**src/verilog/id_defs.svh**
```systemverilog
// widths and encodings for the rv64i decode stage; only the opcodes below are decoded
`ifndef ID_DEFS_SVH
`define ID_DEFS_SVH

`define XLEN        64
`define INST_WD     32
`define GPR_ADDR_WD 5
`define GPR_NUM     32
`define GPR_A0      5'd10

`define NOP_INST    32'h0000_0013 // addi x0,x0,0
`define EBREAK_INST 32'h0010_0073

// base opcodes
`define OPC_LUI     7'b0110111
`define OPC_AUIPC   7'b0010111
`define OPC_JAL     7'b1101111
`define OPC_JALR    7'b1100111
`define OPC_BRANCH  7'b1100011
`define OPC_LOAD    7'b0000011
`define OPC_STORE   7'b0100011
`define OPC_OPIMM   7'b0010011
`define OPC_OP      7'b0110011
`define OPC_OPIMM32 7'b0011011
`define OPC_OP32    7'b0111011
`define OPC_SYSTEM  7'b1110011

`endif
```
**src/verilog/id_pkg.sv**
```systemverilog
// decode stage types; no csr fields are carried on any bus
`default_nettype none
`include "id_defs.svh"

package id_pkg;

  typedef struct packed {
    logic [6:0]              funct7;
    logic [`GPR_ADDR_WD-1:0] rs2;
    logic [`GPR_ADDR_WD-1:0] rs1;
    logic [2:0]              funct3;
    logic [`GPR_ADDR_WD-1:0] rd;
    logic [6:0]              opcode;
  } r_fmt_t;

  typedef struct packed {
    logic [11:0]             imm;
    logic [`GPR_ADDR_WD-1:0] rs1;
    logic [2:0]              funct3;
    logic [`GPR_ADDR_WD-1:0] rd;
    logic [6:0]              opcode;
  } i_fmt_t;

  typedef struct packed {
    logic [6:0]              imm_hi;
    logic [`GPR_ADDR_WD-1:0] rs2;
    logic [`GPR_ADDR_WD-1:0] rs1;
    logic [2:0]              funct3;
    logic [4:0]              imm_lo;
    logic [6:0]              opcode;
  } s_fmt_t;

  typedef struct packed {
    logic                    imm12;
    logic [5:0]              imm10_5;
    logic [`GPR_ADDR_WD-1:0] rs2;
    logic [`GPR_ADDR_WD-1:0] rs1;
    logic [2:0]              funct3;
    logic [3:0]              imm4_1;
    logic                    imm11;
    logic [6:0]              opcode;
  } b_fmt_t;

  typedef struct packed {
    logic [19:0]             imm;
    logic [`GPR_ADDR_WD-1:0] rd;
    logic [6:0]              opcode;
  } u_fmt_t;

  typedef struct packed {
    logic                    imm20;
    logic [9:0]              imm10_1;
    logic                    imm11;
    logic [7:0]              imm19_12;
    logic [`GPR_ADDR_WD-1:0] rd;
    logic [6:0]              opcode;
  } j_fmt_t;

  // one word, read as whichever format the opcode names
  typedef union packed {
    r_fmt_t r;
    i_fmt_t i;
    s_fmt_t s;
    b_fmt_t b;
    u_fmt_t u;
    j_fmt_t j;
  } inst_u;

  typedef enum logic [3:0] {
    ALU_ADD, ALU_SUB, ALU_SLL, ALU_SLT, ALU_SLTU, ALU_XOR,
    ALU_SRL, ALU_SRA, ALU_OR, ALU_AND, ALU_PASS_B
  } alu_op_e;

  typedef enum logic [1:0] {
    BR_NONE, BR_COND, BR_JAL, BR_JALR
  } br_kind_e;

  typedef struct packed {
    logic [`INST_WD-1:0] inst;
    logic [`XLEN-1:0]    pc;
  } fs_to_ds_t;

  typedef struct packed {
    logic                    wen;
    logic [`GPR_ADDR_WD-1:0] waddr;
    logic [`XLEN-1:0]        wdata;
  } rf_wr_t;

  typedef struct packed {
    logic [`GPR_ADDR_WD-1:0] rd;
    logic [`XLEN-1:0]        result;
  } bypass_t;

  typedef struct packed {
    logic [`GPR_ADDR_WD-1:0] rs1;
    logic [`GPR_ADDR_WD-1:0] rs2;
    logic [`GPR_ADDR_WD-1:0] rd;
    logic [`XLEN-1:0]        imm;
    br_kind_e                br_kind;
    logic [2:0]              br_func;
    logic                    alu_src1_sel; // 0 rs1, 1 pc
    logic [1:0]              alu_src2_sel; // 0 rs2, 1 imm, 2 const 4
    logic                    alu_word_cut;
    alu_op_e                 alu_op;
    logic                    gpr_wen;
    logic                    mem_ren;
    logic                    mem_wen;
    logic [2:0]              mem_op;
    logic                    load_sel;
    logic                    ebreak_sel;
    logic                    invalid_sel;
  } ctrl_t;

  typedef struct packed {
    logic                    load_sel;
    logic [`XLEN-1:0]        rs1data;
    logic [`XLEN-1:0]        rs2data;
    logic [`XLEN-1:0]        imm;
    logic [`XLEN-1:0]        pc;
    logic                    alu_src1_sel;
    logic [1:0]              alu_src2_sel;
    logic                    alu_word_cut;
    alu_op_e                 alu_op;
    logic [`GPR_ADDR_WD-1:0] rd;
    logic                    gpr_wen;
    logic                    mem_ren;
    logic                    mem_wen;
    logic [2:0]              mem_op;
    logic                    ebreak_sel;
    logic                    invalid_sel;
  } ds_to_es_t;

  typedef struct packed {
    logic             taken;
    logic             sel;
    logic [`XLEN-1:0] target;
  } br_bus_t;

endpackage

`default_nettype wire

```
**src/verilog/id_gpr.sv**
```systemverilog
// 32 x 64 register file, x0 hardwired to zero, write visible from the cycle after the edge
`default_nettype none
`timescale 1ns/1ns
`include "id_defs.svh"

module id_gpr (
  input  logic                    i_clk,
  input  logic                    i_arst_n,
  input  logic [`GPR_ADDR_WD-1:0] i_raddr1,
  input  logic [`GPR_ADDR_WD-1:0] i_raddr2,
  input  id_pkg::rf_wr_t          i_wr,
  output logic [`XLEN-1:0]        o_rdata1,
  output logic [`XLEN-1:0]        o_rdata2
);

  logic [`XLEN-1:0] regs [`GPR_NUM];

  always_ff @(posedge i_clk or negedge i_arst_n) begin
    if (!i_arst_n) begin
      for (int k = 0; k < `GPR_NUM; k++) begin
        regs[k] <= '0;
      end
    end else if (i_wr.wen && i_wr.waddr != '0) begin // x0 ignores writes
      regs[i_wr.waddr] <= i_wr.wdata;
    end
  end

  assign o_rdata1 = (i_raddr1 == '0) ? '0 : regs[i_raddr1];
  assign o_rdata2 = (i_raddr2 == '0) ? '0 : regs[i_raddr2];

  // write-back stage must name a real register whenever it writes
  a_waddr_known: assert property (@(posedge i_clk) disable iff (!i_arst_n)
    i_wr.wen |-> !$isunknown(i_wr.waddr));

endmodule

`default_nettype wire

```
**config.mk**
```make
export PLATFORM = sky130hd
export DESIGN_NAME = id_gpr
export DESIGN_NICKNAME = d
export VERILOG_FILES = /design/src/verilog/id_pkg.sv /design/src/verilog/id_gpr.sv
export VERILOG_INCLUDE_DIRS = /design/src /design/src/verilog
export SDC_FILE = /design/constraint.sdc
export NUM_CORES = 2
export LEC_CHECK = 0
export BUFFER_PORTS_ARGS = -buffer_cell sky130_fd_sc_hd__buf_2
export CORE_ASPECT_RATIO = 2
export CORE_UTILIZATION = 25
export CTS_CLUSTER_DIAMETER = 60
export DETAILED_ROUTE_END_ITERATION = 6
export GPL_ROUTABILITY_DRIVEN = 0
export PLACE_DENSITY = 0.47
export SYNTH_ARGS = -nofsm -noshare
export SYNTH_HDL_FRONTEND = slang
export SYNTH_SLANG_ARGS = --single-unit
export TNS_END_PERCENT = 1
```
**constraint.sdc**
```tcl
create_clock -name i_clk -period 2.74 [get_ports i_clk]
set_input_delay 0.137 -clock i_clk [delete_from_list [all_inputs] [get_ports i_clk]]
set_output_delay 0.137 -clock i_clk [all_outputs]
set_load 0.1 [all_outputs]
```
; ---- Word-level counts from Yosys, hierarchy flattened
; Index checks and enable logic that the tools add are counted.
[classes]
n_lt_le_gt_ge = 4
n_reduce_logical = 5
muxes = 11
bitwise_logic = 3
[op_table]
columns = op, count
row1 = bitwise mux 2048 bit, 1
row2 = binary-select mux 64 bit (select 5 bit), 2
row3 = two-way mux 64 bit, 7
row4 = demux 64 bit (select 5 bit), 1
row5 = >= comparator 6 bit (second input constant), 3
row6 = inverter 5 -> 6 bit, 3
row7 = zero test 5 bit, 2
row8 = less-than comparator 6 x 1 -> 1 bit (second input constant), 1
row9 = nonzero test 5 bit, 1
row10 = logical AND 1 bit, 2
[totals]
word_cells = 55
ff_bits = 2048

; ---- Depth between registers and ports, before layout
[logic_depth]
word_depth = 6
mapped_depth = 10
ltp_nobuf = 4

; ---- Worst setup path after synthesis
; No wires, ideal clock.
[synth_timing]
kind = input-to-output
from = input i_raddr2[1]
to = output o_rdata2[39]
stages = 7
slack_ns = -3.334
n_path_buf = 3
t_arrival_ns = 5.937
path_cell_list = buf_4 > buf_2 > or2_2 > clkbuf_1 > o22ai_1 > nor4_1 > a2111oi_0
[synth_between]
elab_chain_cells = 5
elab_cells_between_ends = 6
classes_between = mux: 4 / bitwise: 1 / reduce/logical: 1
[synth_lines]
columns = element, line
row1 = "start, declared", id_gpr.sv:10  ; input logic [`GPR_ADDR_WD-1:0] i_raddr2,
row2 = inverter 5 -> 6 bit (implied by the code), id_gpr.sv:29  ; assign o_rdata2 = (i_raddr2 == '0) ? '0 : regs[i_raddr2];
row3 = binary-select mux 64 bit (select 5 bit), id_gpr.sv:29
row4 = two-way mux 64 bit (implied by the code) (2 in series), id_gpr.sv:29
row5 = two-way mux 64 bit (*), id_gpr.sv:29
row6 = "end, declared", id_gpr.sv:13  ; output logic [`XLEN-1:0] o_rdata2
; Mark *: on every way between the ends. The rest lies on a longest branch, timed or not. The select of a mux whose other input is x is not followed.

; ---- Worst setup path in the final report
[layout_timing]
from = register regs[1897] in the netlist's numbering
to = output o_rdata2[41]
[layout_between]
elab_chain_cells = 4
[layout_lines]
columns = element, line
row1 = "start, declared", id_gpr.sv:16  ; logic [`XLEN-1:0] regs [`GPR_NUM];
row2 = "start signal, assigned by index", id_gpr.sv:24  ; regs[i_wr.waddr] <= i_wr.wdata;
row3 = binary-select mux 64 bit (select 5 bit), id_gpr.sv:29
row4 = two-way mux 64 bit (implied by the code) (2 in series), id_gpr.sv:29
row5 = two-way mux 64 bit, id_gpr.sv:29
; Every way passes these cells. The select of a mux whose other input is x is not followed.

==> impl_results.md <==
- Status: complete, but fails checks
- Failing checks: negative setup slack
- Post-synthesis mux area share: 0.4591
- Mean Syn Cell Area: 15.57 um2
- Post-synth EDFFs: 0
- Wire length per cell: roughly 33 um
- Fin cells: between 10000 and 15000
- Cell count of the worst hold path: 3
- Biggest register: regs
- Worst hold-check path type: in2reg
- Sequential fraction of the synthesis area: 0.4727
- IO Count: 210
- Post-DP HPWL: 289700 um
- Slew @ Worst Pin: 0.9394 ns
- Placed insts: between 10000 and 15000
- Max FO, Critical Path: 2
- Global-route wire length before repair: approximately 610000 um
- Worst R2R Start: regs[615]
- Pwr per Cell Area: a little over 700 nW/um2
- Mapped cell area: between 100000 and 150000 um2
- Layout net count: around 7300
- CTS Buf Count: around 200
- Hold Startpoint: i_wr[65]
- Area Overhead vs Synth: 21.10%
- Final WS setup: -0.4031 ns
- Synth Area in Adders: 0
- Clock skew: 0 ns
- Chip Height: approximately 930 um
- Die Area: 436500 um2
- Yosys warnings: 0
- Peak supply drop: between 0.5 and 0.6 mV
- Regs by FF count: regs (2048)
- CP Capture Type: primary output
- Initial antenna violation count: 36
- CORE AREA: approximately 430000 um2
- Layout cells sized above 1: 0.5916
- Finish-stage setup viols: 63
- Rel. slew slack: 0.3737
- Max reg flops: roughly 2000
- Vias per inst: about 5.2
- Top cell type's share of synthesized area: 0.4727
- Clk Tree Root Cell: clkbuf_16
- CTS tree: built
- R2R cell count: 2
- R2R Setup Slk: 1.80 ns
- Critical path type: reg2out
- Post-DRT Antenna Nets: 0
- Xor/xnor share of the synthesized area: 0
- Remaining DRCs: 0
- Die X: about 470 um
- Final hold vios: 0
- Synth Flop Type: dfrtp_1
- Reg clk slew, reported paths: about 0.070 ns
- Fmax: between 0.3 and 0.4 GHz
- Post-synth top area cell: dfrtp_1
- Fin crit share: 1.147
- Clock Latency Late Sink: around 0.9 ns
- Crit path DAT: between 3 and 4 ns
- PortBufs: ~210
- Synth Register Bits: between 2000 and 2500
- Tot GR Track Use: 0.1948
- Largest net degree at the start of global routing: 136
- Post-Syn Nets: approximately 7000
- Reg2Reg Capture Point: regs[615]
- Total wire length: between 400000 and 500000 um
- Vias: 68200
- DR iter-0 viols: about 4200
- LEAKAGE: about 55 nW
- Initial DRT Pass Iterations: 5
- Period minus WS final: roughly 3.1 ns
- Clock Tree Buf Depth: 4
- H-tree depth: 4
- Worst hold endpoint: regs[1546]
- Ys async rst share: 1.000
- Top cells by area, synth: dfrtp_1 47%, mux2_2 21%, mux4_2 20%
- Final core occ: 0.3044
- Number of global-route vias before repair: around 75000
- Max-cap violations: 0
- Simple-Gate Fraction of Synth Area: 0.01409
- Std-Cell Rows: roughly 340
- Starting Density: 0.2514
- Main combinational cell family by area after synthesis: multiplexers
- # clock sinks: 2048
- Synth unique cells: 48
- RSZ-0062 raised after global routing: true
- Layout fillers: roughly 42000
- CP startpoint kind: flop
- Global route overflow: 0
- Worst Path Required: 2.60 ns
- Slew Viols, Final: 0
- Cell count after synthesis: ~7000
- Compound-Gate Fraction of Synth Area: 0.02136
[critical path, stage by stage, from the launching register on]
cell	delay [ns]
dfrtp_1	0.41
mux4_2	0.49
mux2i_1	0.15
buf_4	0.16
nor2_2	0.04
or4_4	0.63
buf_12	0.22
[cell usage in the layout (no fill, tap or decap), drive strengths merged, types with 17 or more instances in the layout]
master / instances
a22oi: 26
buf: 829
bufinv: 18
clkbuf: 283
clkinv: 24
dfrtp: 2048
dlygate4sd3: 71
mux2: 2022
mux2i: 520
mux4: 968
nand2: 40
nor2: 31
nor2b: 39
nor3: 21
o22a: 17
o22ai: 182
or2: 74
[final cells by class]
class	instances	area, um2	share of cell area
Antenna cell	8	20.02	0.0001525
Clock inverter	58	797.0	0.006070
Clock buffer	281	5728	0.04362
Multi-Input combinational cell	4108	55310	0.4212
Timing Repair Buffer	902	11130	0.08474
Tap cell	5659	7081	0.05392
Sequential cell	2048	51250	0.3903
[cells in the mapped netlist, drive strengths merged (14+ instances only)]
cell and count:
a211oi 14, o22a 17, a22oi 26, nor2b 39
buf 373, mux2i 520, mux2 2022, or2 74
nor2 31, mux4 968, dfrtp 2048, nor3 21
nand2b 14, o22ai 182, nand2 40, clkbuf 434
[layer usage]
layer / up-vias / GRT usage / share of wire
li1: 27480 / - / -
met1: 38060 / 0.2313 / 0.39
met2: 1902 / 0.3504 / 0.53
met3: 730 / 0.02107 / 0.035
met4: 20 / 0.08646 / 0.050
met5: - / 0 / 0.00032
[worst max-delay path by stage]
stage	start	to	slack, ns
after floorplan	i_raddr2[0]	o_rdata2[39]	-0.51
after global placement	i_raddr2[0]	o_rdata2[62]	-0.33
after detailed placement	i_raddr2[1]	o_rdata2[63]	-0.24
after CTS	regs[1897]	o_rdata2[41]	-0.45
after global routing	regs[615]	o_rdata2[39]	-0.44
final	regs[1897]	o_rdata2[41]	-0.40
[where the power goes]
group          internal, mW  total, mW  switching, mW
sequential             36.0       40.4           4.45
clock                  16.2       29.1           12.9
combinational          13.5       25.5           12.0
[kinds of logic (layout without fill, tap and decap cells)]
logic type	after synthesis	after routing
DFF	2048	2048
AOI/OAI and AO/OA	328	328
buffers and inverters	807	1241
and+or+nand+nor	270	270
muxes	3510	3510
other	0	8
[what timing repair did]
item / CTS / global route
hold buffers: 72 / 0
setup buffers: 8 / 0
gates resized for setup: 324 / 49
pin swaps: 91 / 17
endpoints found under the hold margin: 4032 / 0
setup endpoints to repair: 124 / 120
[through the flow]
step / power (mW) / setup WS, ns / instance area (um2) / TNS (ns) / hold slack, ns
global route: 98.81 / -0.4362 / 131300 / -12.56 / 0.06969
finish: 95.00 / -0.4031 / 131300 / -7.015 / 0.06147
CTS: 95.98 / -0.4535 / 131000 / -13.01 / 0.02197
global placement: 64.48 / -0.3314 / 122300 / -2.626 / 0.05269
detailed placement: 65.39 / -0.2421 / 122300 / -1.814 / 0.05487
floorplan: 56.27 / -0.5086 / 108600 / -10.07 / -0.1586
Note: power is estimated with default switching activity, not from simulation.
