File: src/verilog/id_defs.svh
// widths and encodings for the rv64i decode stage; only the opcodes below are decoded
`ifndef ID_DEFS_SVH
`define ID_DEFS_SVH

`define XLEN        64
`define INST_WD     32
`define GPR_ADDR_WD 5
`define GPR_NUM     32
`define GPR_A0      5'd10

`define NOP_INST    32'h0000_0013 // addi x0,x0,0
`define EBREAK_INST 32'h0010_0073

// base opcodes
`define OPC_LUI     7'b0110111
`define OPC_AUIPC   7'b0010111
`define OPC_JAL     7'b1101111
`define OPC_JALR    7'b1100111
`define OPC_BRANCH  7'b1100011
`define OPC_LOAD    7'b0000011
`define OPC_STORE   7'b0100011
`define OPC_OPIMM   7'b0010011
`define OPC_OP      7'b0110011
`define OPC_OPIMM32 7'b0011011
`define OPC_OP32    7'b0111011
`define OPC_SYSTEM  7'b1110011

`endif
File: src/verilog/id_pkg.sv
// decode stage types; no csr fields are carried on any bus
`default_nettype none
`include "id_defs.svh"

package id_pkg;

  typedef struct packed {
    logic [6:0]              funct7;
    logic [`GPR_ADDR_WD-1:0] rs2;
    logic [`GPR_ADDR_WD-1:0] rs1;
    logic [2:0]              funct3;
    logic [`GPR_ADDR_WD-1:0] rd;
    logic [6:0]              opcode;
  } r_fmt_t;

  typedef struct packed {
    logic [11:0]             imm;
    logic [`GPR_ADDR_WD-1:0] rs1;
    logic [2:0]              funct3;
    logic [`GPR_ADDR_WD-1:0] rd;
    logic [6:0]              opcode;
  } i_fmt_t;

  typedef struct packed {
    logic [6:0]              imm_hi;
    logic [`GPR_ADDR_WD-1:0] rs2;
    logic [`GPR_ADDR_WD-1:0] rs1;
    logic [2:0]              funct3;
    logic [4:0]              imm_lo;
    logic [6:0]              opcode;
  } s_fmt_t;

  typedef struct packed {
    logic                    imm12;
    logic [5:0]              imm10_5;
    logic [`GPR_ADDR_WD-1:0] rs2;
    logic [`GPR_ADDR_WD-1:0] rs1;
    logic [2:0]              funct3;
    logic [3:0]              imm4_1;
    logic                    imm11;
    logic [6:0]              opcode;
  } b_fmt_t;

  typedef struct packed {
    logic [19:0]             imm;
    logic [`GPR_ADDR_WD-1:0] rd;
    logic [6:0]              opcode;
  } u_fmt_t;

  typedef struct packed {
    logic                    imm20;
    logic [9:0]              imm10_1;
    logic                    imm11;
    logic [7:0]              imm19_12;
    logic [`GPR_ADDR_WD-1:0] rd;
    logic [6:0]              opcode;
  } j_fmt_t;

  // one word, read as whichever format the opcode names
  typedef union packed {
    r_fmt_t r;
    i_fmt_t i;
    s_fmt_t s;
    b_fmt_t b;
    u_fmt_t u;
    j_fmt_t j;
  } inst_u;

  typedef enum logic [3:0] {
    ALU_ADD, ALU_SUB, ALU_SLL, ALU_SLT, ALU_SLTU, ALU_XOR,
    ALU_SRL, ALU_SRA, ALU_OR, ALU_AND, ALU_PASS_B
  } alu_op_e;

  typedef enum logic [1:0] {
    BR_NONE, BR_COND, BR_JAL, BR_JALR
  } br_kind_e;

  typedef struct packed {
    logic [`INST_WD-1:0] inst;
    logic [`XLEN-1:0]    pc;
  } fs_to_ds_t;

  typedef struct packed {
    logic                    wen;
    logic [`GPR_ADDR_WD-1:0] waddr;
    logic [`XLEN-1:0]        wdata;
  } rf_wr_t;

  typedef struct packed {
    logic [`GPR_ADDR_WD-1:0] rd;
    logic [`XLEN-1:0]        result;
  } bypass_t;

  typedef struct packed {
    logic [`GPR_ADDR_WD-1:0] rs1;
    logic [`GPR_ADDR_WD-1:0] rs2;
    logic [`GPR_ADDR_WD-1:0] rd;
    logic [`XLEN-1:0]        imm;
    br_kind_e                br_kind;
    logic [2:0]              br_func;
    logic                    alu_src1_sel; // 0 rs1, 1 pc
    logic [1:0]              alu_src2_sel; // 0 rs2, 1 imm, 2 const 4
    logic                    alu_word_cut;
    alu_op_e                 alu_op;
    logic                    gpr_wen;
    logic                    mem_ren;
    logic                    mem_wen;
    logic [2:0]              mem_op;
    logic                    load_sel;
    logic                    ebreak_sel;
    logic                    invalid_sel;
  } ctrl_t;

  typedef struct packed {
    logic                    load_sel;
    logic [`XLEN-1:0]        rs1data;
    logic [`XLEN-1:0]        rs2data;
    logic [`XLEN-1:0]        imm;
    logic [`XLEN-1:0]        pc;
    logic                    alu_src1_sel;
    logic [1:0]              alu_src2_sel;
    logic                    alu_word_cut;
    alu_op_e                 alu_op;
    logic [`GPR_ADDR_WD-1:0] rd;
    logic                    gpr_wen;
    logic                    mem_ren;
    logic                    mem_wen;
    logic [2:0]              mem_op;
    logic                    ebreak_sel;
    logic                    invalid_sel;
  } ds_to_es_t;

  typedef struct packed {
    logic             taken;
    logic             sel;
    logic [`XLEN-1:0] target;
  } br_bus_t;

endpackage

`default_nettype wire

File: src/verilog/id_decoder.sv
// rv64i base decode only; csr, fence, ecall and mret come out as invalid
`default_nettype none
`timescale 1ns/1ns
`include "id_defs.svh"

module id_decoder (
  input  id_pkg::inst_u i_inst,
  output id_pkg::ctrl_t o_ctrl
);

  logic [2:0]       f3;
  logic [6:0]       f7;
  logic             op_ok;
  logic             sh_ok;
  logic [`XLEN-1:0] imm_i;
  logic [`XLEN-1:0] imm_s;
  logic [`XLEN-1:0] imm_b;
  logic [`XLEN-1:0] imm_u;
  logic [`XLEN-1:0] imm_j;

  assign f3 = i_inst.r.funct3;
  assign f7 = i_inst.r.funct7;

  assign imm_i = {{52{i_inst.i.imm[11]}}, i_inst.i.imm};
  assign imm_s = {{52{i_inst.s.imm_hi[6]}}, i_inst.s.imm_hi, i_inst.s.imm_lo};
  assign imm_b = {{52{i_inst.b.imm12}}, i_inst.b.imm11, i_inst.b.imm10_5,
                  i_inst.b.imm4_1, 1'b0};
  assign imm_u = {{32{i_inst.u.imm[19]}}, i_inst.u.imm, 12'h000};
  assign imm_j = {{44{i_inst.j.imm20}}, i_inst.j.imm19_12, i_inst.j.imm11,
                  i_inst.j.imm10_1, 1'b0};

  // funct7 is either base or alt, alt only for sub and sra
  assign op_ok = (f7 == 7'h00) || (f7 == 7'h20 && (f3 == 3'b000 || f3 == 3'b101));
  // 64-bit immediate shifts use a 6-bit shamt, so only funct6 is checked
  assign sh_ok = (f3 != 3'b001 && f3 != 3'b101) || (f7[6:1] == 6'h00) ||
                 (f3 == 3'b101 && f7[6:1] == 6'h10);

  function automatic id_pkg::alu_op_e alu_dec(input logic [2:0] fn, input logic alt);
    case (fn)
      3'b000:  return alt ? id_pkg::ALU_SUB : id_pkg::ALU_ADD;
      3'b001:  return id_pkg::ALU_SLL;
      3'b010:  return id_pkg::ALU_SLT;
      3'b011:  return id_pkg::ALU_SLTU;
      3'b100:  return id_pkg::ALU_XOR;
      3'b101:  return alt ? id_pkg::ALU_SRA : id_pkg::ALU_SRL;
      3'b110:  return id_pkg::ALU_OR;
      default: return id_pkg::ALU_AND;
    endcase
  endfunction

  always_comb begin
    logic ok;
    ok = 1'b1;
    o_ctrl = '0;
    o_ctrl.br_kind = id_pkg::BR_NONE;
    o_ctrl.alu_op = id_pkg::ALU_ADD;
    o_ctrl.br_func = f3;
    o_ctrl.mem_op = f3; // width and sign straight from funct3
    case (i_inst.r.opcode)
      `OPC_LUI: begin
        o_ctrl.rd = i_inst.u.rd;
        o_ctrl.imm = imm_u;
        o_ctrl.alu_src2_sel = 2'd1;
        o_ctrl.alu_op = id_pkg::ALU_PASS_B;
        o_ctrl.gpr_wen = 1'b1;
      end
      `OPC_AUIPC: begin
        o_ctrl.rd = i_inst.u.rd;
        o_ctrl.imm = imm_u;
        o_ctrl.alu_src1_sel = 1'b1;
        o_ctrl.alu_src2_sel = 2'd1;
        o_ctrl.gpr_wen = 1'b1;
      end
      `OPC_JAL: begin
        o_ctrl.rd = i_inst.j.rd;
        o_ctrl.imm = imm_j;
        o_ctrl.alu_src1_sel = 1'b1; // link value pc+4
        o_ctrl.alu_src2_sel = 2'd2;
        o_ctrl.br_kind = id_pkg::BR_JAL;
        o_ctrl.gpr_wen = 1'b1;
      end
      `OPC_JALR: begin
        o_ctrl.rd = i_inst.i.rd;
        o_ctrl.rs1 = i_inst.i.rs1;
        o_ctrl.imm = imm_i;
        o_ctrl.alu_src1_sel = 1'b1;
        o_ctrl.alu_src2_sel = 2'd2;
        o_ctrl.br_kind = id_pkg::BR_JALR;
        o_ctrl.gpr_wen = 1'b1;
        ok = (f3 == 3'b000);
      end
      `OPC_BRANCH: begin
        o_ctrl.rs1 = i_inst.b.rs1;
        o_ctrl.rs2 = i_inst.b.rs2;
        o_ctrl.imm = imm_b;
        o_ctrl.br_kind = id_pkg::BR_COND;
        ok = (f3[2:1] != 2'b01);
      end
      `OPC_LOAD: begin
        o_ctrl.rd = i_inst.i.rd;
        o_ctrl.rs1 = i_inst.i.rs1;
        o_ctrl.imm = imm_i;
        o_ctrl.alu_src2_sel = 2'd1;
        o_ctrl.mem_ren = 1'b1;
        o_ctrl.load_sel = 1'b1;
        o_ctrl.gpr_wen = 1'b1;
        ok = (f3 != 3'b111);
      end
      `OPC_STORE: begin
        o_ctrl.rs1 = i_inst.s.rs1;
        o_ctrl.rs2 = i_inst.s.rs2;
        o_ctrl.imm = imm_s;
        o_ctrl.alu_src2_sel = 2'd1;
        o_ctrl.mem_wen = 1'b1;
        ok = !f3[2]; // sb..sd
      end
      `OPC_OPIMM, `OPC_OPIMM32: begin
        o_ctrl.rd = i_inst.i.rd;
        o_ctrl.rs1 = i_inst.i.rs1;
        o_ctrl.imm = imm_i;
        o_ctrl.alu_src2_sel = 2'd1;
        o_ctrl.alu_op = alu_dec(f3, f3 == 3'b101 && f7[5]);
        o_ctrl.alu_word_cut = (i_inst.r.opcode == `OPC_OPIMM32);
        o_ctrl.gpr_wen = 1'b1;
        if (i_inst.r.opcode == `OPC_OPIMM) begin
          ok = sh_ok;
        end else begin
          ok = (f3 == 3'b000) || ((f3 == 3'b001 || f3 == 3'b101) && op_ok);
        end
      end
      `OPC_OP, `OPC_OP32: begin
        o_ctrl.rd = i_inst.r.rd;
        o_ctrl.rs1 = i_inst.r.rs1;
        o_ctrl.rs2 = i_inst.r.rs2;
        o_ctrl.alu_op = alu_dec(f3, f7[5]);
        o_ctrl.alu_word_cut = (i_inst.r.opcode == `OPC_OP32);
        o_ctrl.gpr_wen = 1'b1;
        ok = op_ok && (i_inst.r.opcode == `OPC_OP ||
                       f3 == 3'b000 || f3 == 3'b001 || f3 == 3'b101);
      end
      `OPC_SYSTEM: begin
        ok = (i_inst == `EBREAK_INST);
        o_ctrl.ebreak_sel = ok;
      end
      default: ok = 1'b0;
    endcase
    if (!ok) begin
      o_ctrl.br_kind = id_pkg::BR_NONE;
      o_ctrl.gpr_wen = 1'b0;
      o_ctrl.mem_ren = 1'b0;
      o_ctrl.mem_wen = 1'b0;
      o_ctrl.load_sel = 1'b0;
      o_ctrl.invalid_sel = 1'b1;
    end
  end

  always_comb begin
    a_mem_excl: assert final (!(o_ctrl.mem_ren && o_ctrl.mem_wen))
      else $error("load and store decoded together");
  end

endmodule

`default_nettype wire

File: config.mk
export PLATFORM = sky130hd
export DESIGN_NAME = id_decoder
export DESIGN_NICKNAME = d
export VERILOG_FILES = /design/src/verilog/id_pkg.sv /design/src/verilog/id_decoder.sv
export VERILOG_INCLUDE_DIRS = /design/src /design/src/verilog
export SDC_FILE = /design/constraint.sdc
export NUM_CORES = 1
export LEC_CHECK = 0
export BUFFER_PORTS_ARGS = -buffer_cell sky130_fd_sc_hd__buf_2
export CAP_MARGIN = 15
export CORE_ASPECT_RATIO = 0.6
export CORE_MARGIN = 10
export CORE_UTILIZATION = 38
export DETAILED_ROUTE_END_ITERATION = 10
export PLACE_DENSITY = 0.85
export REMOVE_ABC_BUFFERS = 1
export SYNTH_ARGS = -nofsm -noshare
export SYNTH_HDL_FRONTEND = slang
export SYNTH_SLANG_ARGS = --single-unit
File: constraint.sdc
create_clock -name vclk -period 2.6
set_input_delay 0.26 -clock vclk [all_inputs]
set_output_delay 0.26 -clock vclk [all_outputs]
set_load 0.05 [all_outputs]
=== Yosys cells after proc, flatten, opt, wreduce, memory -nomap -nowiden ===
Cells that the tools add are included.
Widths: inputs -> output; s select.

* Output and inout bits: 101
* Logic and storage cells: 80
* Input bits: 32
* Register bits after elaboration: 0

* Reductions and logical operators: 30
* Mux-type cells: 25
* Eq/ne operators: 25

{| class="wikitable"
|+ Operators with widths
! cell !! number
|-
| $pmux 64 s5 || 1
|-
| $pmux 4 s7 || 2
|-
| $eq 7x6->1 const B || 5
|-
| $eq 32x21->1 const B || 1
|-
| $eq 7x7->1 const B || 4
|-
| $eq 7x5->1 const B || 3
|-
| $mux 5 || 3
|-
| $mux 1 || 12
|-
| $pmux 4 s3 || 1
|-
| $eq 3x3->1 const B || 3
|-
| $logic_or 1x1->1 || 9
|-
| $reduce_or 9->1 || 1
|-
| $pmux 1 s8 || 1
|-
| $reduce_or 2->1 || 4
|-
| $reduce_or 4->1 || 2
|-
| $reduce_or 8->1 || 1
|-
| $eq 7x2->1 const B || 1
|-
| $logic_not 7->1 || 1
|-
| $eq 3x2->1 const B || 2
|-
| $eq 6x5->1 const B || 1
|-
| $logic_and 1x1->1 || 6
|-
| $logic_not 6->1 || 1
|-
| $ne 3x3->1 const B || 2
|-
| $pmux 2 s3 || 1
|-
| 11 further kinds || 12
|}

=== Depth between registers and ports, before layout ===
* Depth in word-level cells: 9
* Mapped depth: 7
* Mapped depth without buffers: 5

=== Worst setup path after synthesis ===
Ideal clock, no wire load.

* Kind: input -> output
* Start: input i_inst[6] in the netlist's numbering
* End: output o_ctrl[54] in the netlist's numbering
* Required time: 2.340 ns
* Stages: 5
* Path buffers: 2
* Slack: -0.252 ns
* Arrival time: 2.592 ns
* Cell sequence: buf_2 -> or4_1 -> a21oi_2 -> o31a_1 -> buf_4

{| class="wikitable"
|+ RTL lines
! element !! RTL line !! text
|-
| start: declaration || id_decoder.sv:7 || <nowiki>input id_pkg::inst_u i_inst,</nowiki>
|-
| end: declaration || id_decoder.sv:8 || <nowiki>output id_pkg::ctrl_t o_ctrl</nowiki>
|}

==> reports/results.ini <==
[outcome]
outcome = complete, no violations

[routing]
drc = 0
routed_wl_mm = 5.738
postRouteAntennaNets = 0
avgRoutedWirePerCell_um = 17.44
drt_iter0_drc = 169
firstDrtPassIters = 4
routed_via_density = 5.149
via_count = 1694

[timing]
rsz0062_at_grt = false
fmax_ghz = 0.4262
post-route-period-util_pct = 90.24
slew_headroom_pct = 67.16
min_period_ps = 2346
slew_violations = 0
hold_viol = 0
setup_viol = 0
worstMarginPinSlew_ps = 488.1

[final_layout]
final_cell_mix = buf_2, a21o_1, and2_1
nClkBuffers = 0
regArea_sq_um = 0
seq_cells = 0
drive_gt1_share_pct = 52.82
antenna_cells = 0
final_cell_area_sq_um = 1733
num-nets-final = 318
num-fill-cells = 347
syn_to_final_growth_pct = 29.80
final_common_cell = buf_2

[die]
num_rows = 16
die_area_sq_um = 6362
fp.dieH_um = 65.91
initial_core_util_pct = 40.17
ioPinCount = 133
core-area_sq_um = 3323
die_w_um = 96.52

[setup_path]
arrival_ps = 2090
worstPathCellList = buf_2 > nand3b_4 > or3b_1 > a21oi_2 > o31a_1 > buf_4 > buf_2
cp_data_required_time_ps = 2340
crit_buf_inv = 3
critPathMaxFanout = 33
crit_family = buffers and inverters
worst_setup_path_end_kind = primary output
crit_type = primary input to primary output
slowest_delay_ps = 390
cpMaxStageDelayCell = or3b_1
cp_common_cell = buf_2
startpoint_type = primary input

[hold_path]
min_path_type = primary input to primary output

[grt]
grtUsageTotal_pct = 15.59
grt_overflow_total = 0
grt_max_degree = 34
grt_pass1_wl_mm = 8.376
grt_pass1_vias = 1574
antenna_found_initial = 0

[logic_synthesis]
yosysSeqAreaShare_pct = 0
syn_area_sq_um = 1335
netlist_instances = 195
synth_cell_types = 51
synth_area_per_cell_sq_um = 6.846
ys_warn_count = 0

[power_and_ir_drop]
power.density_nw_per_um2 = 171.6
power_uw = 297.5
p_leak_uw = 0.001219
ir_drop_v = 0.0001134

[placed_design]
gp_congestion = 0.7953
port_buffers = 133
dp_hpwl_mm = 4.814
place_area_sq_um = 1733

[flow_run]
drv_cap = 0

[clock_network]
post_cts_buffers = 0
postCtsHoldBufs = 0
cts_resized = 0

==> per-stage QoR <==
stage | util (%) | setup TNS, ps | setup slack, ps | instances | hold WS, ps
3_3_place_gp | 52.15 | 0 | 341.8 | 329 | 912.6
6_report | 52.15 | 0 | 253.7 | 329 | 918.8
3_5_place_dp | 52.15 | 0 | 268.9 | 329 | 915.1
2_1_floorplan | - | -340460 | -10320 | 145 | 520.0
4_1_cts | 52.15 | 0 | 266.8 | 329 | 917.5
5_1_grt | 52.15 | 0 | 125.5 | 329 | 933.7
==> area by class of cell <==
cell class                 count  area (sq um)  area share, %
timing repair buffer         139         710.7          41.01
tap                           45         56.30          3.249
multi-input combinational    141         950.9          54.87
inverter                       4         15.01         0.8664
==> worst paths after layout <==
kind / start / endpoint / slack (ps) / cells past startpoint
setup / recovery: i_inst[5] / o_ctrl[56] / 250 / 7
hold / removal: i_inst[14] / o_ctrl[19] / 920 / 2
==> where the power goes <==
group | internal (uW) | leakage (uW) | switching, uW | total (uW)
sequential | 0 | 0 | 0 | 0
clock | 0 | 0 | 0 | 0
combinational | 75.6 | 0.00122 | 222 | 297
==> routing by layer <==
metal	vias up	GRT usage (%)	share of wire, %
li1	839	-	-
met2	86	25.33	48
met4	0	0	0
met5	-	0	0
met1	769	21.60	41
met3	0	3.401	11
==> cell usage after synthesis, drive strengths merged <==
cell / count / area, sq um
or4: 2 / 18.77
o41a: 1 / 11.26
nand2b: 2 / 12.51
and3: 4 / 25.02
or3b: 2 / 17.52
o2111a: 1 / 11.26
clkbuf: 2 / 7.510
nor2b: 7 / 43.79
nor4: 3 / 18.77
o2111ai: 1 / 8.760
mux2: 1 / 11.26
o31a: 1 / 8.760
o21ba: 1 / 10.01
or4b: 1 / 10.01
a31oi: 1 / 6.260
o31ai: 1 / 7.510
nor4b: 2 / 17.52
and2: 20 / 126.4
o211ai: 1 / 7.510
nand4b: 2 / 17.52
or2: 1 / 6.260
a21o: 21 / 158.9
inv: 4 / 15.01
o21a: 2 / 16.27
mux2i: 2 / 20.02
o21ai: 7 / 35.03
o21bai: 1 / 7.510
nor2: 10 / 37.54
nor3: 9 / 55.05
a21oi: 8 / 47.55
nor3b: 1 / 7.510
a21boi: 2 / 15.01
buf: 48 / 361.6
a311oi: 1 / 8.760
nand4: 2 / 12.51
nand3b: 2 / 27.53
a211oi: 1 / 7.510
a22o: 5 / 43.79
nand2: 9 / 33.78
nand3: 3 / 20.02
==> logic make-up (layout without fill, tap and decap cells) <==
kind of cell | count (synthesis) | count (layout) | synth area share [%]
mux | 3 | 3 | 2.343
buf+inv | 54 | 143 | 28.77
simple gates | 82 | 82 | 38.05
compound gates | 56 | 56 | 30.84
Note: power is estimated with default switching activity, not from simulation.
