**src/verilog/id_defs.svh**
```systemverilog
// widths and encodings for the rv64i decode stage; only the opcodes below are decoded
`ifndef ID_DEFS_SVH
`define ID_DEFS_SVH

`define XLEN        64
`define INST_WD     32
`define GPR_ADDR_WD 5
`define GPR_NUM     32
`define GPR_A0      5'd10

`define NOP_INST    32'h0000_0013 // addi x0,x0,0
`define EBREAK_INST 32'h0010_0073

// base opcodes
`define OPC_LUI     7'b0110111
`define OPC_AUIPC   7'b0010111
`define OPC_JAL     7'b1101111
`define OPC_JALR    7'b1100111
`define OPC_BRANCH  7'b1100011
`define OPC_LOAD    7'b0000011
`define OPC_STORE   7'b0100011
`define OPC_OPIMM   7'b0010011
`define OPC_OP      7'b0110011
`define OPC_OPIMM32 7'b0011011
`define OPC_OP32    7'b0111011
`define OPC_SYSTEM  7'b1110011

`endif
```
**src/verilog/id_pkg.sv**
```systemverilog
// decode stage types; no csr fields are carried on any bus
`default_nettype none
`include "id_defs.svh"

package id_pkg;

  typedef struct packed {
    logic [6:0]              funct7;
    logic [`GPR_ADDR_WD-1:0] rs2;
    logic [`GPR_ADDR_WD-1:0] rs1;
    logic [2:0]              funct3;
    logic [`GPR_ADDR_WD-1:0] rd;
    logic [6:0]              opcode;
  } r_fmt_t;

  typedef struct packed {
    logic [11:0]             imm;
    logic [`GPR_ADDR_WD-1:0] rs1;
    logic [2:0]              funct3;
    logic [`GPR_ADDR_WD-1:0] rd;
    logic [6:0]              opcode;
  } i_fmt_t;

  typedef struct packed {
    logic [6:0]              imm_hi;
    logic [`GPR_ADDR_WD-1:0] rs2;
    logic [`GPR_ADDR_WD-1:0] rs1;
    logic [2:0]              funct3;
    logic [4:0]              imm_lo;
    logic [6:0]              opcode;
  } s_fmt_t;

  typedef struct packed {
    logic                    imm12;
    logic [5:0]              imm10_5;
    logic [`GPR_ADDR_WD-1:0] rs2;
    logic [`GPR_ADDR_WD-1:0] rs1;
    logic [2:0]              funct3;
    logic [3:0]              imm4_1;
    logic                    imm11;
    logic [6:0]              opcode;
  } b_fmt_t;

  typedef struct packed {
    logic [19:0]             imm;
    logic [`GPR_ADDR_WD-1:0] rd;
    logic [6:0]              opcode;
  } u_fmt_t;

  typedef struct packed {
    logic                    imm20;
    logic [9:0]              imm10_1;
    logic                    imm11;
    logic [7:0]              imm19_12;
    logic [`GPR_ADDR_WD-1:0] rd;
    logic [6:0]              opcode;
  } j_fmt_t;

  // one word, read as whichever format the opcode names
  typedef union packed {
    r_fmt_t r;
    i_fmt_t i;
    s_fmt_t s;
    b_fmt_t b;
    u_fmt_t u;
    j_fmt_t j;
  } inst_u;

  typedef enum logic [3:0] {
    ALU_ADD, ALU_SUB, ALU_SLL, ALU_SLT, ALU_SLTU, ALU_XOR,
    ALU_SRL, ALU_SRA, ALU_OR, ALU_AND, ALU_PASS_B
  } alu_op_e;

  typedef enum logic [1:0] {
    BR_NONE, BR_COND, BR_JAL, BR_JALR
  } br_kind_e;

  typedef struct packed {
    logic [`INST_WD-1:0] inst;
    logic [`XLEN-1:0]    pc;
  } fs_to_ds_t;

  typedef struct packed {
    logic                    wen;
    logic [`GPR_ADDR_WD-1:0] waddr;
    logic [`XLEN-1:0]        wdata;
  } rf_wr_t;

  typedef struct packed {
    logic [`GPR_ADDR_WD-1:0] rd;
    logic [`XLEN-1:0]        result;
  } bypass_t;

  typedef struct packed {
    logic [`GPR_ADDR_WD-1:0] rs1;
    logic [`GPR_ADDR_WD-1:0] rs2;
    logic [`GPR_ADDR_WD-1:0] rd;
    logic [`XLEN-1:0]        imm;
    br_kind_e                br_kind;
    logic [2:0]              br_func;
    logic                    alu_src1_sel; // 0 rs1, 1 pc
    logic [1:0]              alu_src2_sel; // 0 rs2, 1 imm, 2 const 4
    logic                    alu_word_cut;
    alu_op_e                 alu_op;
    logic                    gpr_wen;
    logic                    mem_ren;
    logic                    mem_wen;
    logic [2:0]              mem_op;
    logic                    load_sel;
    logic                    ebreak_sel;
    logic                    invalid_sel;
  } ctrl_t;

  typedef struct packed {
    logic                    load_sel;
    logic [`XLEN-1:0]        rs1data;
    logic [`XLEN-1:0]        rs2data;
    logic [`XLEN-1:0]        imm;
    logic [`XLEN-1:0]        pc;
    logic                    alu_src1_sel;
    logic [1:0]              alu_src2_sel;
    logic                    alu_word_cut;
    alu_op_e                 alu_op;
    logic [`GPR_ADDR_WD-1:0] rd;
    logic                    gpr_wen;
    logic                    mem_ren;
    logic                    mem_wen;
    logic [2:0]              mem_op;
    logic                    ebreak_sel;
    logic                    invalid_sel;
  } ds_to_es_t;

  typedef struct packed {
    logic             taken;
    logic             sel;
    logic [`XLEN-1:0] target;
  } br_bus_t;

endpackage

`default_nettype wire

```
**src/verilog/id_branch.sv**
```systemverilog
// branch compare and target; jalr clears bit 0, misaligned targets are not flagged
`default_nettype none
`timescale 1ns/1ns
`include "id_defs.svh"

module id_branch (
  input  id_pkg::br_kind_e i_br_kind,
  input  logic [2:0]       i_br_func,
  input  logic [`XLEN-1:0] i_rs1data,
  input  logic [`XLEN-1:0] i_rs2data,
  input  logic [`XLEN-1:0] i_pc,
  input  logic [`XLEN-1:0] i_imm,
  output logic             o_br_sel,
  output logic [`XLEN-1:0] o_br_target
);

  logic             cond;
  logic [`XLEN-1:0] jalr_sum;

  always_comb begin
    case (i_br_func)
      3'b000:  cond = (i_rs1data == i_rs2data);                   // beq
      3'b001:  cond = (i_rs1data != i_rs2data);                   // bne
      3'b100:  cond = ($signed(i_rs1data) < $signed(i_rs2data));  // blt
      3'b101:  cond = ($signed(i_rs1data) >= $signed(i_rs2data)); // bge
      3'b110:  cond = (i_rs1data < i_rs2data);
      3'b111:  cond = (i_rs1data >= i_rs2data);
      default: cond = 1'b0;
    endcase
  end

  assign jalr_sum = i_rs1data + i_imm;

  assign o_br_sel = (i_br_kind == id_pkg::BR_JAL) || (i_br_kind == id_pkg::BR_JALR) ||
                    (i_br_kind == id_pkg::BR_COND && cond);

  assign o_br_target = (i_br_kind == id_pkg::BR_JALR) ? {jalr_sum[`XLEN-1:1], 1'b0}
                                                      : i_pc + i_imm;

  always_comb begin
    a_no_sel_idle: assert final (!(o_br_sel && i_br_kind == id_pkg::BR_NONE))
      else $error("redirect from a non-branch instruction");
  end

endmodule

`default_nettype wire

```
**config.mk**
```make
export PLATFORM = sky130hd
export DESIGN_NAME = id_branch
export DESIGN_NICKNAME = d
export VERILOG_FILES = /design/src/verilog/id_pkg.sv /design/src/verilog/id_branch.sv
export VERILOG_INCLUDE_DIRS = /design/src /design/src/verilog
export SDC_FILE = /design/constraint.sdc
export NUM_CORES = 1
export LEC_CHECK = 0
export BUFFER_PORTS_ARGS = -buffer_cell sky130_fd_sc_hd__buf_2
export CAP_MARGIN = 25
export CELL_PAD_IN_SITES_DETAIL_PLACEMENT = 1
export CELL_PAD_IN_SITES_GLOBAL_PLACEMENT = 1
export CORE_MARGIN = 2
export CORE_UTILIZATION = 30
export DETAILED_ROUTE_END_ITERATION = 6
export PLACE_DENSITY = 0.72
export SKIP_LAST_GASP = 1
export SLEW_MARGIN = 10
export SYNTH_ARGS = -nofsm -noshare
export SYNTH_HDL_FRONTEND = slang
export SYNTH_SLANG_ARGS = --single-unit
```
**constraint.sdc**
```tcl
create_clock -name vclk -period 4.2
set_input_delay 0.84 -clock vclk [all_inputs]
set_output_delay 0.84 -clock vclk [all_outputs]
set_load 0.02 [all_outputs]
```
-- Word-level counts from Yosys, hierarchy flattened
Cells that the tools add are included.
Widths: inputs -> output; s select.
- flip-flop bits (word level): 0
- bits in latches: 0
- RAM bits: 0
- ROM bits: 0
- input port bits: 261
- output and inout port bits: 65
- word-level logic and storage cells: 22
- memories: 0
- add/sub/neg operators: 2
- $mul: 0
- div/mod/pow operators: 0
- magnitude comparators: 4
- equality and inequality tests: 10
- shifts and indexed selects: 0
- muxes and demuxes: 2
- bitwise gates (word level): 0
- reductions and logical operators: 4
- operators by type and width (operator ; count):
    $add 64x64->64 ; 2
    $ge 64x64->1 ; 2
    $lt 64x64->1 ; 2
    $eq 64x64->1 ; 1
    $mux 64 ; 1
    $ne 64x64->1 ; 1
    $eq 3x3->1 const B ; 4
    $pmux 1 s6 ; 1
    $eq 2x2->1 const B ; 2
    $eq 3x1->1 const B ; 1
    $logic_not 3->1 ; 1
    $eq 2x1->1 const B ; 1
    $logic_or 1x1->1 ; 2
    $logic_and 1x1->1 ; 1

-- Longest topological paths before layout
Gate-level depths: netlist of the first run.
- depth in word-level cells: 4
- gate-level depth with buffers: 14
- mapped depth without buffers: 14

-- Least setup slack after synthesis of the first run
Ideal clock, no wire load.
- kind: input to output
- from: input port i_pc[0]
- to: output port o_br_target[56]
- arrival: 3816 ps
- data required time: 3360 ps
- path slack: -456 ps
- stages: 14
- path buffers: 0
- path through: ha_1 > inv_1 > fa_1 > nor2b_1 > o31ai_1 > a211oi_1 > nor3_1 > o21a_1 > o21ai_2 > a21o_1 > a41oi_2 > o21a_1 > mux2i_1 > o41ai_1
- word-level cells in the longest chain between the ends: 2
- RTL lines (what ; RTL line ; source):
    start: declaration ; id_branch.sv:11 ; input logic [`XLEN-1:0] i_pc,
    $add 64x64->64 ; id_branch.sv:38 ; : i_pc + i_imm;
    $mux 64 ; id_branch.sv:37 ; assign o_br_target = (i_br_kind == id_pkg::BR_JALR) ? {jalr_sum[`XLEN-1:1], 1'b0}
    end: declaration ; id_branch.sv:14 ; output logic [`XLEN-1:0] o_br_target
Every way passes these cells.

-- Worst setup path after layout of the first run
- from: input port i_imm[2]
- to: output port o_br_target[39]
- word-level cells in the longest chain between the ends: 2
- elaborated cells on any way between the ends: 3
- those cells by class: add/sub (2); mux (1)
- RTL lines (what ; RTL line ; source):
    start: declaration ; id_branch.sv:12 ; input logic [`XLEN-1:0] i_imm,
    $add 64x64->64, on equally long branches ; id_branch.sv:38, id_branch.sv:32 ;
    $mux 64 (*) ; id_branch.sv:37 ;
Every way passes the cells marked *; elsewhere a longest branch is shown, timed or not.

==> summary.txt, run 1 <==
GRT overflow - 0
Capture point of the worst path - o_br_target[39]
Design Power - 3.253 mW
Most frequent cells in the layout - buf_4 (502), buf_2 (255), ha_1 (150)
Worst Hold Margin - 2.001 ns
Crit path kind - input port to primary output
FFs & Latches - 0
Die Height - 181.9 um
Vias in the first global route - 15,830
CP Launch Type - input port
Mapped Area - 9495 um^2
Number of port buffers - 326
GRT met1 Usage - 0.3512
I/O Pins - 326
Synth warn - 0
Initial antenna violation count - 4
Max-slew headroom - 0.3551
VDD IR-drop max - 0.00009938 V
Most common cell after layout, fill and taps aside - buf_4
Die footprint - 33,090 um^2
Most Used Layer, Global Route - met2
Min cycle time layout - 4.706 ns
Via total after detailed routing - 14,500
Status - finished with violations
Mapped Nets - 1,851
Layout clock buffer count - 0
First-pass GRT wire length - 83,320 um
Post-synthesis sequential area ratio - 0
Final Net Count - 2,634
Starting DRC count in detailed routing - 621
Placed instance area - 14,970 um^2
Failing checks - setup timing
GPL Wtd Cong - 0.9413
Post-DP HPWL - 41,260 um
Required @ worst endpoint - 3.36 ns
Register area - 0 um^2
FILL cells - 3,925
Die Span X - 181.9 um
Global routing usage on met3 - 0.03028
Gr usage total - 0.3113
# Max-Cap Violations - 0
Final hold vios - 0
Post-CTS Hold Fix Bufs - 0
Final worst-path cycle share - 1.120
Pin count of the biggest net entering global routing - 44
# setup viols final - 45
PD cells - 186.6 nW/um^2
Final worst slack - -0.5059 ns
Row cnt - 65
Layout cells sized above 1 - 0.4982
Unique cell type count in the Yosys netlist - 68
Setup TNS - -12.89 ns
Fin. max-slew vios - 0
Syn avg cell area - 6.787 um^2
Leakage - 8.808 nW
Via/cell ratio - 5.608
Post-Route WL - 55,500 um
Post-route ant nets - 0
GRT met2 Usage - 0.6008
RSZ-0062 raised after global routing - true
Critical Path Start - i_imm[2]
Max FO, Critical Path - 3
Area Growth Syn to Fin - 83.63%
Cells after synthesis - 1,399
Crit end category - primary output
Fin area - 17,440 um^2
Hold crit path type - input port to primary output
Routed len/inst - 21.47 um
Measured slew at the worst slew-check pin - 0.9674 ns
Pre-Repair DR Iteration Count - 5
Effective utilization at floorplan - 0.3025
Maximum clock frequency - 0.2125 GHz
Total core area - 31,390 um^2
Worst EP arrival - 3.87 ns
DRC - 0
==> worst max-delay path: stages <==
cell and delay, ns:
buf_8 0.11, ha_4 0.28, nand4_1 0.19, a211oi_4 0.49, buf_6 0.18, nor2_4 0.05
o21ai_4 0.20, a221oi_4 0.11, o31a_1 0.29, o21ai_1 0.17, buf_4 0.18, a211oi_4 0.08
o21ai_2 0.22, xnor2_2 0.17, mux2i_2 0.10, buf_4 0.20
==> through the flow <==
step	setup WS, ns	utilization	std cells
final	-0.5059	0.5554	2585
after global routing	-0.6112	0.5554	2585
after CTS	-0.5074	0.5437	2574
after detailed placement	-1.046	0.4770	2528
after global placement	-0.9553	0.4770	2528
after floorplan	-0.1239	-	1399
==> cell type report <==
class / instances / area [um^2] / share of cell area
Antenna cell: 3 / 7.507 / 0.0004305
Tap cell: 402 / 503.0 / 0.02885
Multi-Input combinational cell: 1250 / 10590 / 0.6073
Timing Repair Buffer: 835 / 5971 / 0.3424
Inverter: 95 / 366.6 / 0.02102
==> synthesized netlist by cell type, drive strengths merged (9+ instances only) <==
master	number	area [um^2]
ha	189	2365
a21oi	180	900.9
nand2	119	446.7
nor2	103	386.6
a21o	101	758.2
o21ai	97	496.7
inv	95	356.6
xnor2	62	543.0
xor2	54	473.0
nand4	44	275.3
clkbuf	43	162.7
nor3	27	135.1
a211oi	24	195.2
nand3	24	120.1
o21bai	23	172.7
a31oi	22	188.9
nor2b	19	118.9
and3	17	106.4
o21a	16	120.1
o31ai	13	130.1
buf	11	55.05
and2	10	62.56
o211ai	10	80.07
nor4	9	56.30
==> cells by family after synthesis <==
group,after synthesis,share of synthesized area
AOI/OAI and AO/OA,542,0.3754
and+or+nand+nor,393,0.1954
adders and majority gates,191,0.2533
buffers and inverters,149,0.06048
xor gates and xnor gates,116,0.1070
muxes,8,0.008434
==> layer usage <==
layer	vias up	wire length [um]	part of all wire
met5	-	0	0
met4	0	2529	0.046
met3	156	2453	0.044
met2	534	28680	0.52
met1	7076	21840	0.39
li1	6730	-	-
==> report_power, final <==
group          internal [mW]  leakage [nW]  switching, mW     total, mW
registers                  0             0              0             0
logic                   1.53          8.81           1.72          3.25
clock network   0.0000000956     0.0000190              0  0.0000000956
==> how the worst min path moves through the flow <==
stage,from,endpoint,depth (start not counted)
floorplan,i_imm[63],o_br_target[63],1
global placement,i_imm[63],o_br_target[63],3
detailed placement,i_imm[63],o_br_target[63],3
CTS,i_br_kind[1],o_br_sel,3
global route,i_imm[63],o_br_target[63],3
finish,i_imm[63],o_br_target[63],3
==> timing repair <==
action / CTS / global route
hold endpoints to repair: 0 / 0
endpoints found under the setup margin: 49 / 51
pin swaps: 185 / 81
setup buffers: 57 / 19
resized for setup: 385 / 72
(Power assumes the default switching activity.)
==> inputs of run 2 (changes only) <==
- SKIP_LAST_GASP: 1 -> not set
==> run 2 against run 1 <==
The flow still finishes with violations (setup timing). Clock-buffer cell count stayed put. Die area unchanged. Via count up 2.0%. Sequential cell count unchanged. Critical path depth rose by 2. Maximum frequency fell by 1.6%. Worst hold slack about the same. Global-route usage about the same. First-iteration DRC count is 31% higher. Power increased by 4.4%. Wire length is 5.8% higher. Utilization increased by 1.4 points. Critical endpoint is now o_br_target[56]. Highest routed layer unchanged.
==> summary.txt, run 2 (same netlist as run 1, synthesis figures left out) <==
Status - finished with violations
Failing checks - setup timing
Crit end category - primary output
RSZ-0062 raised after global routing - true
CP max stage delay - 0.36 ns
GPL Wtd Cong - 0.9413
Via total after detailed routing - 14,790
Post-CTS Hold Fix Bufs - 0
I/O Pins - 326
First-pass GRT wire length - 82,990 um
PD cells - 189.9 nW/um^2
Register area - 0 um^2
Starting DRC count in detailed routing - 811
Vias in the first global route - 15,750
Effective utilization at floorplan - 0.3025
Min cycle time layout - 4.781 ns
Min-delay src - i_imm[63]
Initial antenna violation count - 4
Cell mode on critical path - buf_6
Die footprint - 33,090 um^2
Fin. max-slew vios - 0
Total core area - 31,390 um^2
Crit path kind - input port to primary output
Max-slew headroom - 0.3572
Final worst slack - -0.5813 ns
Most frequent cells in the layout - buf_4 (505), buf_2 (246), ha_1 (149)
Critical Path Start - i_rs1data[8]
Die Height - 181.9 um
Layout cells sized above 1 - 0.5150
Die Span X - 181.9 um
VDD IR-drop max - 0.0001016 V
Via/cell ratio - 5.687
Maximum clock frequency - 0.2091 GHz
Post-DP HPWL - 41,260 um
Required @ worst endpoint - 3.36 ns
# setup viols final - 44
Routed len/inst - 22.59 um
# Max-Cap Violations - 0
Final worst-path cycle share - 1.138
Gr usage total - 0.3108
Worst EP arrival - 3.94 ns
Max FO, Critical Path - 3
Final hold vios - 0
Area Growth Syn to Fin - 88.23%
Area of the multi-input gates - 10,780 um^2
Hold crit path type - input port to primary output
Cell Chain, Critical Path - buf_2 -> ha_4 -> and3_4 -> buf_6 -> nand4_1 -> a211o_4 -> a31oi_4 -> a31oi_4 -> a211oi_4 -> buf_6 -> o31ai_4 -> buf_4 -> buf_6 -> o21bai_4 -> xor2_1 -> nand2_1 -> o41ai_4 -> buf_4
Most common cell after layout, fill and taps aside - buf_4
Final Net Count - 2,650
Design Power - 3.395 mW
FFs & Latches - 0
Worst Hold End - o_br_target[63]
Row cnt - 65
GRT overflow - 0
Hold depth - 3
Final core occ - 0.5694
Pre-Repair DR Iteration Count - 4
Measured slew at the worst slew-check pin - 0.9642 ns
Critical path's slowest cell - a211o_4
CP Launch Type - input port
Pin count of the biggest net entering global routing - 44
Post-route ant nets - 0
Layout clock buffer count - 0
DRC - 0
Number of port buffers - 326
Post-Route WL - 58,740 um
Pre-CTS setup slack - -1.046 ns
FILL cells - 3,884
Leakage - 8.983 nW
-- run 2: worst max-delay path: cells and delay by family --
| kind | cells | cell delay (ns) |
|---|---|---|
| AOI/OAI and AO/OA | 7 | 1.31 |
| xor gates and xnor gates | 1 | 0.16 |
| adders and majority gates | 1 | 0.27 |
| buffers and inverters | 6 | 0.89 |
| and+or+nand+nor | 3 | 0.45 |
-- run 2: final cells by class --
cell class	instances	area share
timing repair buffer	851	0.3475
multi-input combinational	1250	0.6033
tap	402	0.02814
antenna	3	0.0004200
inverter	95	0.02065
-- run 2: report_power, final --
part           switching (mW)  leakage (nW)  internal (mW)
clock network               0     0.0000190   0.0000000956
registers                   0             0              0
logic                    1.79          8.98           1.61
total                    1.79          8.98           1.61
-- run 2: per-layer routing --
| metal | vias to the layer above | wire length, um | global-route usage |
|---|---|---|---|
| met5 | - | 0 | 0 |
| met4 | 0 | 3206 | 0.1294 |
| met3 | 223 | 3252 | 0.03871 |
| met2 | 661 | 29930 | 0.5923 |
| met1 | 7152 | 22360 | 0.3462 |
| li1 | 6757 | - | - |
-- run 2: worst max path at each step --
stage                      endpoint  depth (start not counted)  slack, ns
finish              o_br_target[56]                         18      -0.58
global route        o_br_target[56]                         17      -0.68
CTS                 o_br_target[54]                         17      -0.48
detailed placement  o_br_target[63]                         17      -1.05
global placement    o_br_target[63]                         17      -0.96
floorplan           o_br_target[56]                         14      -0.12
-- run 2: metrics by stage --
step	hold slack, ns	cell area, um^2	setup TNS [ns]	instances
2_1_floorplan	1.779	9612	-0.1350	1399
3_3_place_gp	2.003	14970	-23.83	2528
3_5_place_dp	2.003	14970	-26.08	2528
4_1_cts	2.001	17140	-9.307	2574
5_1_grt	2.012	17870	-18.19	2601
6_report	2.000	17870	-13.56	2601
-- run 2: repair_timing --
action,4_1_cts,5_1_grt
pin swaps,185,138
setup buffers,57,43
setup endpoints to repair,49,50
resized for setup,402,136
